## src/rv_decode_pkg.sv

```systemverilog
package rv_decode_pkg;

   // data and address width of the core.
   parameter int unsigned xlen = 32;

   typedef logic [xlen-1:0] word_t;
   typedef logic [4:0]      reg_addr_t;

   typedef enum logic [5:0] {
      ADD,
      ADDI,
      AND,
      ANDI,
      AUIPC,
      BEQ,
      BGE,
      BGEU,
      BLT,
      BLTU,
      BNE,
      EBREAK,
      ECALL,
      FENCE,
      JAL,
      JALR,
      LB,
      LBU,
      LH,
      LHU,
      LUI,
      LW,
      OR,
      ORI,
      SB,
      SH,
      SLL,
      SLT,
      SLTI,
      SLTIU,
      SLTU,
      SRA,
      SRL,
      SUB,
      SW,
      XOR,
      XORI,
      ILLEGAL
   } op_t;

   // immediate layouts of the base integer encoding.
   typedef enum logic [2:0] {
      imm_none,
      imm_i,
      imm_s,
      imm_b,
      imm_u,
      imm_j
   } imm_fmt_t;

endpackage : rv_decode_pkg

```

## src/rv_opcode_decoder.sv

```systemverilog
module rv_opcode_decoder
   import rv_decode_pkg::*;
(
   input  word_t    instr,
   output op_t      op,
   output imm_fmt_t imm_fmt,
   output logic     rd_used,
   output logic     rs1_used,
   output logic     rs2_used
);

   logic [6:0] opcode;
   logic [2:0] funct3;
   logic [6:0] funct7;
   logic       r_type;

   assign opcode = instr[6:0];
   assign funct3 = instr[14:12];
   assign funct7 = instr[31:25];

   // the full 7-bit opcode match also rejects every word whose low bits are not 11.
   always_comb begin
      op      = ILLEGAL;
      imm_fmt = imm_none;
      r_type  = 1'b0;
      case (opcode)
         7'b0110111: begin
            op      = LUI;
            imm_fmt = imm_u;
         end
         7'b0010111: begin
            op      = AUIPC;
            imm_fmt = imm_u;
         end
         7'b1101111: begin
            op      = JAL;
            imm_fmt = imm_j;
         end
         7'b1100111: begin
            if (funct3 == 3'b000) begin
               op      = JALR;
               imm_fmt = imm_i;
            end
         end
         7'b1100011: begin
            imm_fmt = imm_b;
            case (funct3)
               3'b000:  op = BEQ;
               3'b001:  op = BNE;
               3'b100:  op = BLT;
               3'b101:  op = BGE;
               3'b110:  op = BLTU;
               3'b111:  op = BGEU;
               default: imm_fmt = imm_none;
            endcase
         end
         7'b0000011: begin
            imm_fmt = imm_i;
            case (funct3)
               3'b000:  op = LB;
               3'b001:  op = LH;
               3'b010:  op = LW;
               3'b100:  op = LBU;
               3'b101:  op = LHU;
               default: imm_fmt = imm_none;
            endcase
         end
         7'b0100011: begin
            imm_fmt = imm_s;
            case (funct3)
               3'b000:  op = SB;
               3'b001:  op = SH;
               3'b010:  op = SW;
               default: imm_fmt = imm_none;
            endcase
         end
         7'b0010011: begin
            // shift-immediate forms (funct3 001 and 101) are not in the operation list.
            imm_fmt = imm_i;
            case (funct3)
               3'b000:  op = ADDI;
               3'b010:  op = SLTI;
               3'b011:  op = SLTIU;
               3'b100:  op = XORI;
               3'b110:  op = ORI;
               3'b111:  op = ANDI;
               default: imm_fmt = imm_none;
            endcase
         end
         7'b0110011: begin
            r_type = 1'b1;
            case ({funct7, funct3})
               {7'b0000000, 3'b000}: op = ADD;
               {7'b0100000, 3'b000}: op = SUB;
               {7'b0000000, 3'b001}: op = SLL;
               {7'b0000000, 3'b010}: op = SLT;
               {7'b0000000, 3'b011}: op = SLTU;
               {7'b0000000, 3'b100}: op = XOR;
               {7'b0000000, 3'b101}: op = SRL;
               {7'b0100000, 3'b101}: op = SRA;
               {7'b0000000, 3'b110}: op = OR;
               {7'b0000000, 3'b111}: op = AND;
               default:              r_type = 1'b0;
            endcase
         end
         7'b0001111: begin
            if (funct3 == 3'b000) begin
               op = FENCE;
            end
         end
         7'b1110011: begin
            if (instr == 32'h0000_0073) begin
               op = ECALL;
            end else if (instr == 32'h0010_0073) begin
               op = EBREAK;
            end
         end
         default: begin
            op = ILLEGAL;
         end
      endcase
   end

   // register use follows the instruction format.
   assign rd_used  = r_type | (imm_fmt inside {imm_i, imm_u, imm_j});
   assign rs1_used = r_type | (imm_fmt inside {imm_i, imm_s, imm_b});
   assign rs2_used = r_type | (imm_fmt inside {imm_s, imm_b});

endmodule : rv_opcode_decoder

```

## src/rv_immediate_gen.sv

```systemverilog
module rv_immediate_gen
   import rv_decode_pkg::*;
(
   input  word_t    instr,
   input  imm_fmt_t imm_fmt,
   output word_t    immed
);

   word_t immed_i;
   word_t immed_s;
   word_t immed_b;
   word_t immed_u;
   word_t immed_j;

   // all signed layouts take their sign from bit 31.
   assign immed_i = {{20{instr[31]}}, instr[31:20]};
   assign immed_s = {{20{instr[31]}}, instr[31:25], instr[11:7]};
   assign immed_b = {{19{instr[31]}}, instr[31], instr[7], instr[30:25], instr[11:8], 1'b0};
   assign immed_u = {instr[31:12], 12'b0};
   assign immed_j = {
      {11{instr[31]}},
      instr[31],
      instr[19:12],
      instr[20],
      instr[30:21],
      1'b0
   };

   always_comb begin
      case (imm_fmt)
         imm_i:   immed = immed_i;
         imm_s:   immed = immed_s;
         imm_b:   immed = immed_b;
         imm_u:   immed = immed_u;
         imm_j:   immed = immed_j;
         default: immed = '0;
      endcase
   end

endmodule : rv_immediate_gen

```

## src/rv_decode_register.sv

```systemverilog
module rv_decode_register
   import rv_decode_pkg::*;
#(
   parameter int unsigned seq_width = 64
) (
   input  logic                 clock,
   input  logic                 reset,
   input  logic                 ifu_valid,
   input  word_t                ifu_addr,
   input  word_t                ifu_instr,
   input  op_t                  op,
   input  logic                 rd_used,
   input  logic                 rs1_used,
   input  logic                 rs2_used,
   input  word_t                immed,
   output logic                 idu_valid,
   output logic [seq_width-1:0] idu_seq,
   output word_t                idu_addr,
   output word_t                idu_addr_next,
   output word_t                idu_instr,
   output op_t                  idu_op,
   output reg_addr_t            idu_rd,
   output reg_addr_t            idu_rs1,
   output reg_addr_t            idu_rs2,
   output logic                 idu_rd_used,
   output logic                 idu_rs1_used,
   output logic                 idu_rs2_used,
   output word_t                idu_immed
);

   logic [seq_width-1:0] seq_count;
   word_t                addr_next;

   // only full-width instructions exist, so the next address is always plus 4.
   assign addr_next = ifu_addr + word_t'(4);

   always_ff @(posedge clock) begin
      if (reset) begin
         idu_valid <= 1'b0;
         idu_seq   <= '0;
         seq_count <= '0;
      end else begin
         idu_valid <= ifu_valid;
         if (ifu_valid) begin
            // the record carries the count of instructions accepted before it.
            idu_seq   <= seq_count;
            seq_count <= seq_count + seq_width'(1);
         end
      end
   end

   // record fields hold their last value between strobes.
   always_ff @(posedge clock) begin
      if (ifu_valid) begin
         idu_addr      <= ifu_addr;
         idu_addr_next <= addr_next;
         idu_instr     <= ifu_instr;
         idu_op        <= op;
         idu_rd        <= ifu_instr[11:7];
         idu_rs1       <= ifu_instr[19:15];
         idu_rs2       <= ifu_instr[24:20];
         idu_rd_used   <= rd_used;
         idu_rs1_used  <= rs1_used;
         idu_rs2_used  <= rs2_used;
         idu_immed     <= immed;
      end
   end

endmodule : rv_decode_register

```

## src/rv_idu.sv

```systemverilog
module rv_idu
   import rv_decode_pkg::*;
#(
   parameter int unsigned seq_width = 64
) (
   input  logic                 clock,
   input  logic                 reset,
   input  logic                 ifu_valid,
   input  word_t                ifu_addr,
   input  word_t                ifu_instr,
   output logic                 idu_valid,
   output logic [seq_width-1:0] idu_seq,
   output word_t                idu_addr,
   output word_t                idu_addr_next,
   output word_t                idu_instr,
   output op_t                  idu_op,
   output reg_addr_t            idu_rd,
   output reg_addr_t            idu_rs1,
   output reg_addr_t            idu_rs2,
   output logic                 idu_rd_used,
   output logic                 idu_rs1_used,
   output logic                 idu_rs2_used,
   output word_t                idu_immed
);

   op_t      op;
   imm_fmt_t imm_fmt;
   logic     rd_used;
   logic     rs1_used;
   logic     rs2_used;
   word_t    immed;

   rv_opcode_decoder rv_opcode_decoder_i (
      .instr   (ifu_instr),
      .op      (op),
      .imm_fmt (imm_fmt),
      .rd_used (rd_used),
      .rs1_used(rs1_used),
      .rs2_used(rs2_used)
   );

   rv_immediate_gen rv_immediate_gen_i (
      .instr  (ifu_instr),
      .imm_fmt(imm_fmt),
      .immed  (immed)
   );

   rv_decode_register #(
      .seq_width(seq_width)
   ) rv_decode_register_i (
      .clock        (clock),
      .reset        (reset),
      .ifu_valid    (ifu_valid),
      .ifu_addr     (ifu_addr),
      .ifu_instr    (ifu_instr),
      .op           (op),
      .rd_used      (rd_used),
      .rs1_used     (rs1_used),
      .rs2_used     (rs2_used),
      .immed        (immed),
      .idu_valid    (idu_valid),
      .idu_seq      (idu_seq),
      .idu_addr     (idu_addr),
      .idu_addr_next(idu_addr_next),
      .idu_instr    (idu_instr),
      .idu_op       (idu_op),
      .idu_rd       (idu_rd),
      .idu_rs1      (idu_rs1),
      .idu_rs2      (idu_rs2),
      .idu_rd_used  (idu_rd_used),
      .idu_rs1_used (idu_rs1_used),
      .idu_rs2_used (idu_rs2_used),
      .idu_immed    (idu_immed)
   );

endmodule : rv_idu

```

## config.mk

```make
export PLATFORM = sky130hd
export DESIGN_NAME = rv_idu
export DESIGN_NICKNAME = d
export VERILOG_FILES = /design/src/rv_decode_pkg.sv /design/src/rv_opcode_decoder.sv /design/src/rv_immediate_gen.sv /design/src/rv_decode_register.sv /design/src/rv_idu.sv
export SDC_FILE = /design/constraint.sdc
export NUM_CORES = 1
export LEC_CHECK = 0
export BUFFER_PORTS_ARGS = -buffer_cell sky130_fd_sc_hd__buf_2
export CELL_PAD_IN_SITES_DETAIL_PLACEMENT = 1
export CELL_PAD_IN_SITES_GLOBAL_PLACEMENT = 2
export CORE_MARGIN = 4
export CORE_UTILIZATION = 31
export CTS_BUF_LIST = sky130_fd_sc_hd__clkbuf_8
export DETAILED_ROUTE_END_ITERATION = 8
export PLACE_DENSITY = 0.83
export SKIP_LAST_GASP = 1
export SLEW_MARGIN = 20
export SYNTH_ARGS = -nofsm -noshare
export SYNTH_HDL_FRONTEND = slang
export SYNTH_HIERARCHICAL = 1
export SYNTH_SLANG_ARGS = --single-unit
```

## constraint.sdc

```tcl
create_clock -name clock -period 2.64 [get_ports clock]
set_clock_uncertainty 0.2 [all_clocks]
set_input_delay 0.528 -clock clock [delete_from_list [all_inputs] [get_ports clock]]
set_output_delay 0.528 -clock clock [all_outputs]
set_load 0.005 [all_outputs]
```

==> metrics.cfg <==
[die]
core_area_sq_um=36600
die_w_um=201
ios=284
die_h_um=201
row_count=70
start_util_pct=31.5
die-area_sq_um=40300

[critical_path]
reg2reg_to=rv_decode_register_i/seq_count[59]
end_kind=flop
reg2reg_from=rv_decode_register_i/seq_count[2]
cp_num_cells=8
cp_top_family=simple AND/OR/NAND/NOR gates
cp_data_required_time_ps=2780
path_cells=dlygate4sd3_1, buf_6, nor4_4, buf_4, nand4_1, nor4_4, a21boi_1, or4b_1
timing.critical_path.mode_cell=nor4_4
crit_fanout=3
crit_path_start_kind=input port
crit_end=rv_decode_register_i/idu_op[2]
crit_slowest_cell=dlygate4sd3_1
critPathKind=input port to flop
r2r_cells=5
cp.arrival_ps=2730
critPathBufInv=3
r2r_slack_ps=320
crit_start=ifu_instr[19]
crit_path_max_incr_delay_ps=550

[place]
globalplace.congestion=0.824
placed_area_sq_um=13900
numPortBuffers=283
dp_hpwl_mm=27.6

[sta]
fin_crit_sh_pct=98.3
hold_ws_ps=70.9
drv_slew=0
min_period_ps=2600
setup_viol=0
final.setup.tns_ps=0
tightestPinTransition_ps=737
max_clock_freq_ghz=0.385
maxSlewHeadroom_pct=50.9
hold_violations=0

[pwr]
power.leakage_nw=6.49
pwr-share-comb_pct=8.4
power_mw=9.48
pwr-share-seq_pct=48.0
switching_power_mw=2.32
peakVddDrop_uv=350
p_int_mw=7.16
clock_power_share_pct=43.6
switching_share_pct=24.5
power.density_nw_per_um2=607

[layout]
final_area_sq_um=15600
diodes=0
filler_cell_count=4137
areaGrowthSynthToFinish_pct=35.6
final_util_pct=42.7
final_nets=1549
multiInputGateArea_sq_um=4510
drive_above_1_share_pct=32.2
final-seq-area_sq_um=6640

[synth]
muxShareOfSynthArea_pct=5.65
synth_top_family_by_area=simple AND/OR/NAND/NOR gates
synth_nets=1130
synth_edf_count=135
yosysMostFrequentCell=edfxtp_1
synth_area_sq_um=11500
async_flop_share_pct=0
synthAdderAreaFrac_pct=0.217
synth_top_area_share_pct=35.2
synth_compound_area_share_pct=7.82
postSynthCellCount=1061
postSynthAreaPerCell_sq_um=10.9
yosys_register_bits=264
synthSimpleGateAreaFrac_pct=20.3
seq_area_frac_synth_pct=57.6
synth_largest_area_cell=edfxtp_1
synth_commonest_cells=135 x edfxtp_1, 133 x nor2_1, 129 x dfxtp_1
yosysWarnings=6
synth_flop_cell=edfxtp_1
synth_xor_area_share_pct=4.71
synthTopCellsByArea=edfxtp_1 35%, dfxtp_1 22%, mux2i_1 5.6%
synth_cell_types=71

[drt]
drt-initial-drc-count=462
viasPerCell=4.94
postRouteAntennaNets=0
vias=9829
wl_mm=38.3
dr.pass1.iters=4
wire_per_inst_um=19.2
drc=0

[global_routing]
antenna_found_initial=0
grt_max_degree=131
grt_pass1_vias=10440
grt.total_usage_pct=18.5
grt_pass1_wl_mm=59.9
gr-total-overflow=0

[clock_network]
cts_tree=done
root_buffer=clkbuf_8
h-tree-depth=2
cts_buffers=49
clockBufferDepth=3
cts_sinks=264
clk_pin_slew_ps=60
clock_latency_ps=600

[min_path]
worstHoldPathType=input port to flop

[run]
cap_viol_max_count=0

[run_status]
status=completed

## cells in the final DEF (no fill, tap or decap), types with 8 or more instances in the layout
| cell | Yosys | routed |
|---|---|---|
| buf_2 | 12 | 278 |
| edfxtp_1 | 135 | 135 |
| nor2_1 | 133 | 133 |
| dfxtp_1 | 129 | 129 |
| buf_4 | 19 | 102 |
| nand2_1 | 67 | 67 |
| mux2i_1 | 65 | 65 |
| clkbuf_8 | 0 | 58 |
| dlygate4sd3_1 | 0 | 55 |
| o21ai_0 | 48 | 48 |
| nand4_1 | 45 | 45 |
| a21oi_1 | 40 | 40 |
| nand3_1 | 36 | 36 |
| xor2_1 | 34 | 34 |
| xnor2_1 | 28 | 28 |
| or3_1 | 27 | 27 |
| inv_1 | 11 | 22 |
| nor3_1 | 23 | 22 |
| and3_1 | 14 | 14 |
| and2_1 | 12 | 12 |
| nand2b_1 | 11 | 11 |
| a21o_1 | 10 | 10 |
| and4_1 | 8 | 8 |
## area by class of cell
class	instances	area share (%)
timing repair buffer	441	17.9
sequential	264	42.5
inverter	14	0.336
multi-input combinational	710	28.9
clock inverter	33	1.52
clock buffer	58	5.11
tap	468	3.75
## per-layer routing
layer	vias to the layer above	GRT usage, %	share of wire, %
li1	4697	-	-
met1	4811	22.6	42
met2	239	31.5	50
met3	82	4.98	5.4
met4	0	6.74	3.4
met5	-	0	0
## repair_timing
action | in CTS | in global routing
endpoints found under the setup margin | 0 | 21
hold buffers | 57 | 0
hold endpoints to repair | 67 | 0
resized for setup | 0 | 14
setup buffers | 0 | 3
## kinds of logic after synthesis
logic type	Yosys count
AND/OR/NAND/NOR	432
flip-flops	264
AO/OA/AOI/OAI	149
buffers and inverters	87
multiplexers	65
XOR/XNOR	62
adder cells (fa/ha/maj)	2
## power groups by stage
stage | sequential (mW) | clock [mW] | combinational, mW
global placement | 4.63 | 0 | 0.723
global route | 4.56 | 4.46 | 0.868
detailed placement | 4.63 | 0 | 0.730
finish | 4.55 | 4.13 | 0.800
floorplan | 4.65 | 0 | 0.243
CTS | 4.55 | 4.29 | 0.798
## registers in the layout, summed over array words and instances (netlist names)
| name | cells |
|---|---|
| rv_decode_register_i/idu_op | 6 |
| rv_decode_register_i/idu_rs2_used | 1 |
| rv_decode_register_i/seq_count | 64 |
| rv_decode_register_i/idu_rs1_used | 1 |
| rv_decode_register_i/idu_immed | 32 |
| rv_decode_register_i/idu_valid | 1 |
| rv_decode_register_i/idu_addr | 32 |
| rv_decode_register_i/idu_seq | 64 |
| rv_decode_register_i/idu_instr | 32 |
| rv_decode_register_i/idu_addr_next | 30 |
| rv_decode_register_i/idu_rd_used | 1 |
## stage by stage
step           worst slack, ps  instances
3_5_place_dp              -283       1839
2_1_floorplan            -45.3       1061
4_1_cts                   8.45       1987
3_3_place_gp              -229       1839
5_1_grt                  -1.95       1988
6_report                  44.7       1988
## worst reg2reg max path, stage by stage, from the launching register on
cell and delay, ps:
dfxtp_1 550, nand2_1 200, nor4_4 400, nand4b_4 220, or4_1 510, a21oi_1 160
## how the worst min path moves through the flow
stage                                       start  cells after the start  slack, ps                            endpoint
2_1_floorplan  rv_decode_register_i/seq_count[63]                      2        260  rv_decode_register_i/seq_count[63]
3_3_place_gp     rv_decode_register_i/idu_seq[32]                      2        260    rv_decode_register_i/idu_seq[32]
3_5_place_dp     rv_decode_register_i/idu_seq[32]                      2        270    rv_decode_register_i/idu_seq[32]
4_1_cts                                 ifu_valid                      3         10   rv_decode_register_i/seq_count[0]
5_1_grt                                 ifu_valid                      3         20   rv_decode_register_i/seq_count[0]
6_report                                ifu_valid                      3         70   rv_decode_register_i/seq_count[0]
Note: power is estimated with default switching activity, not from simulation.
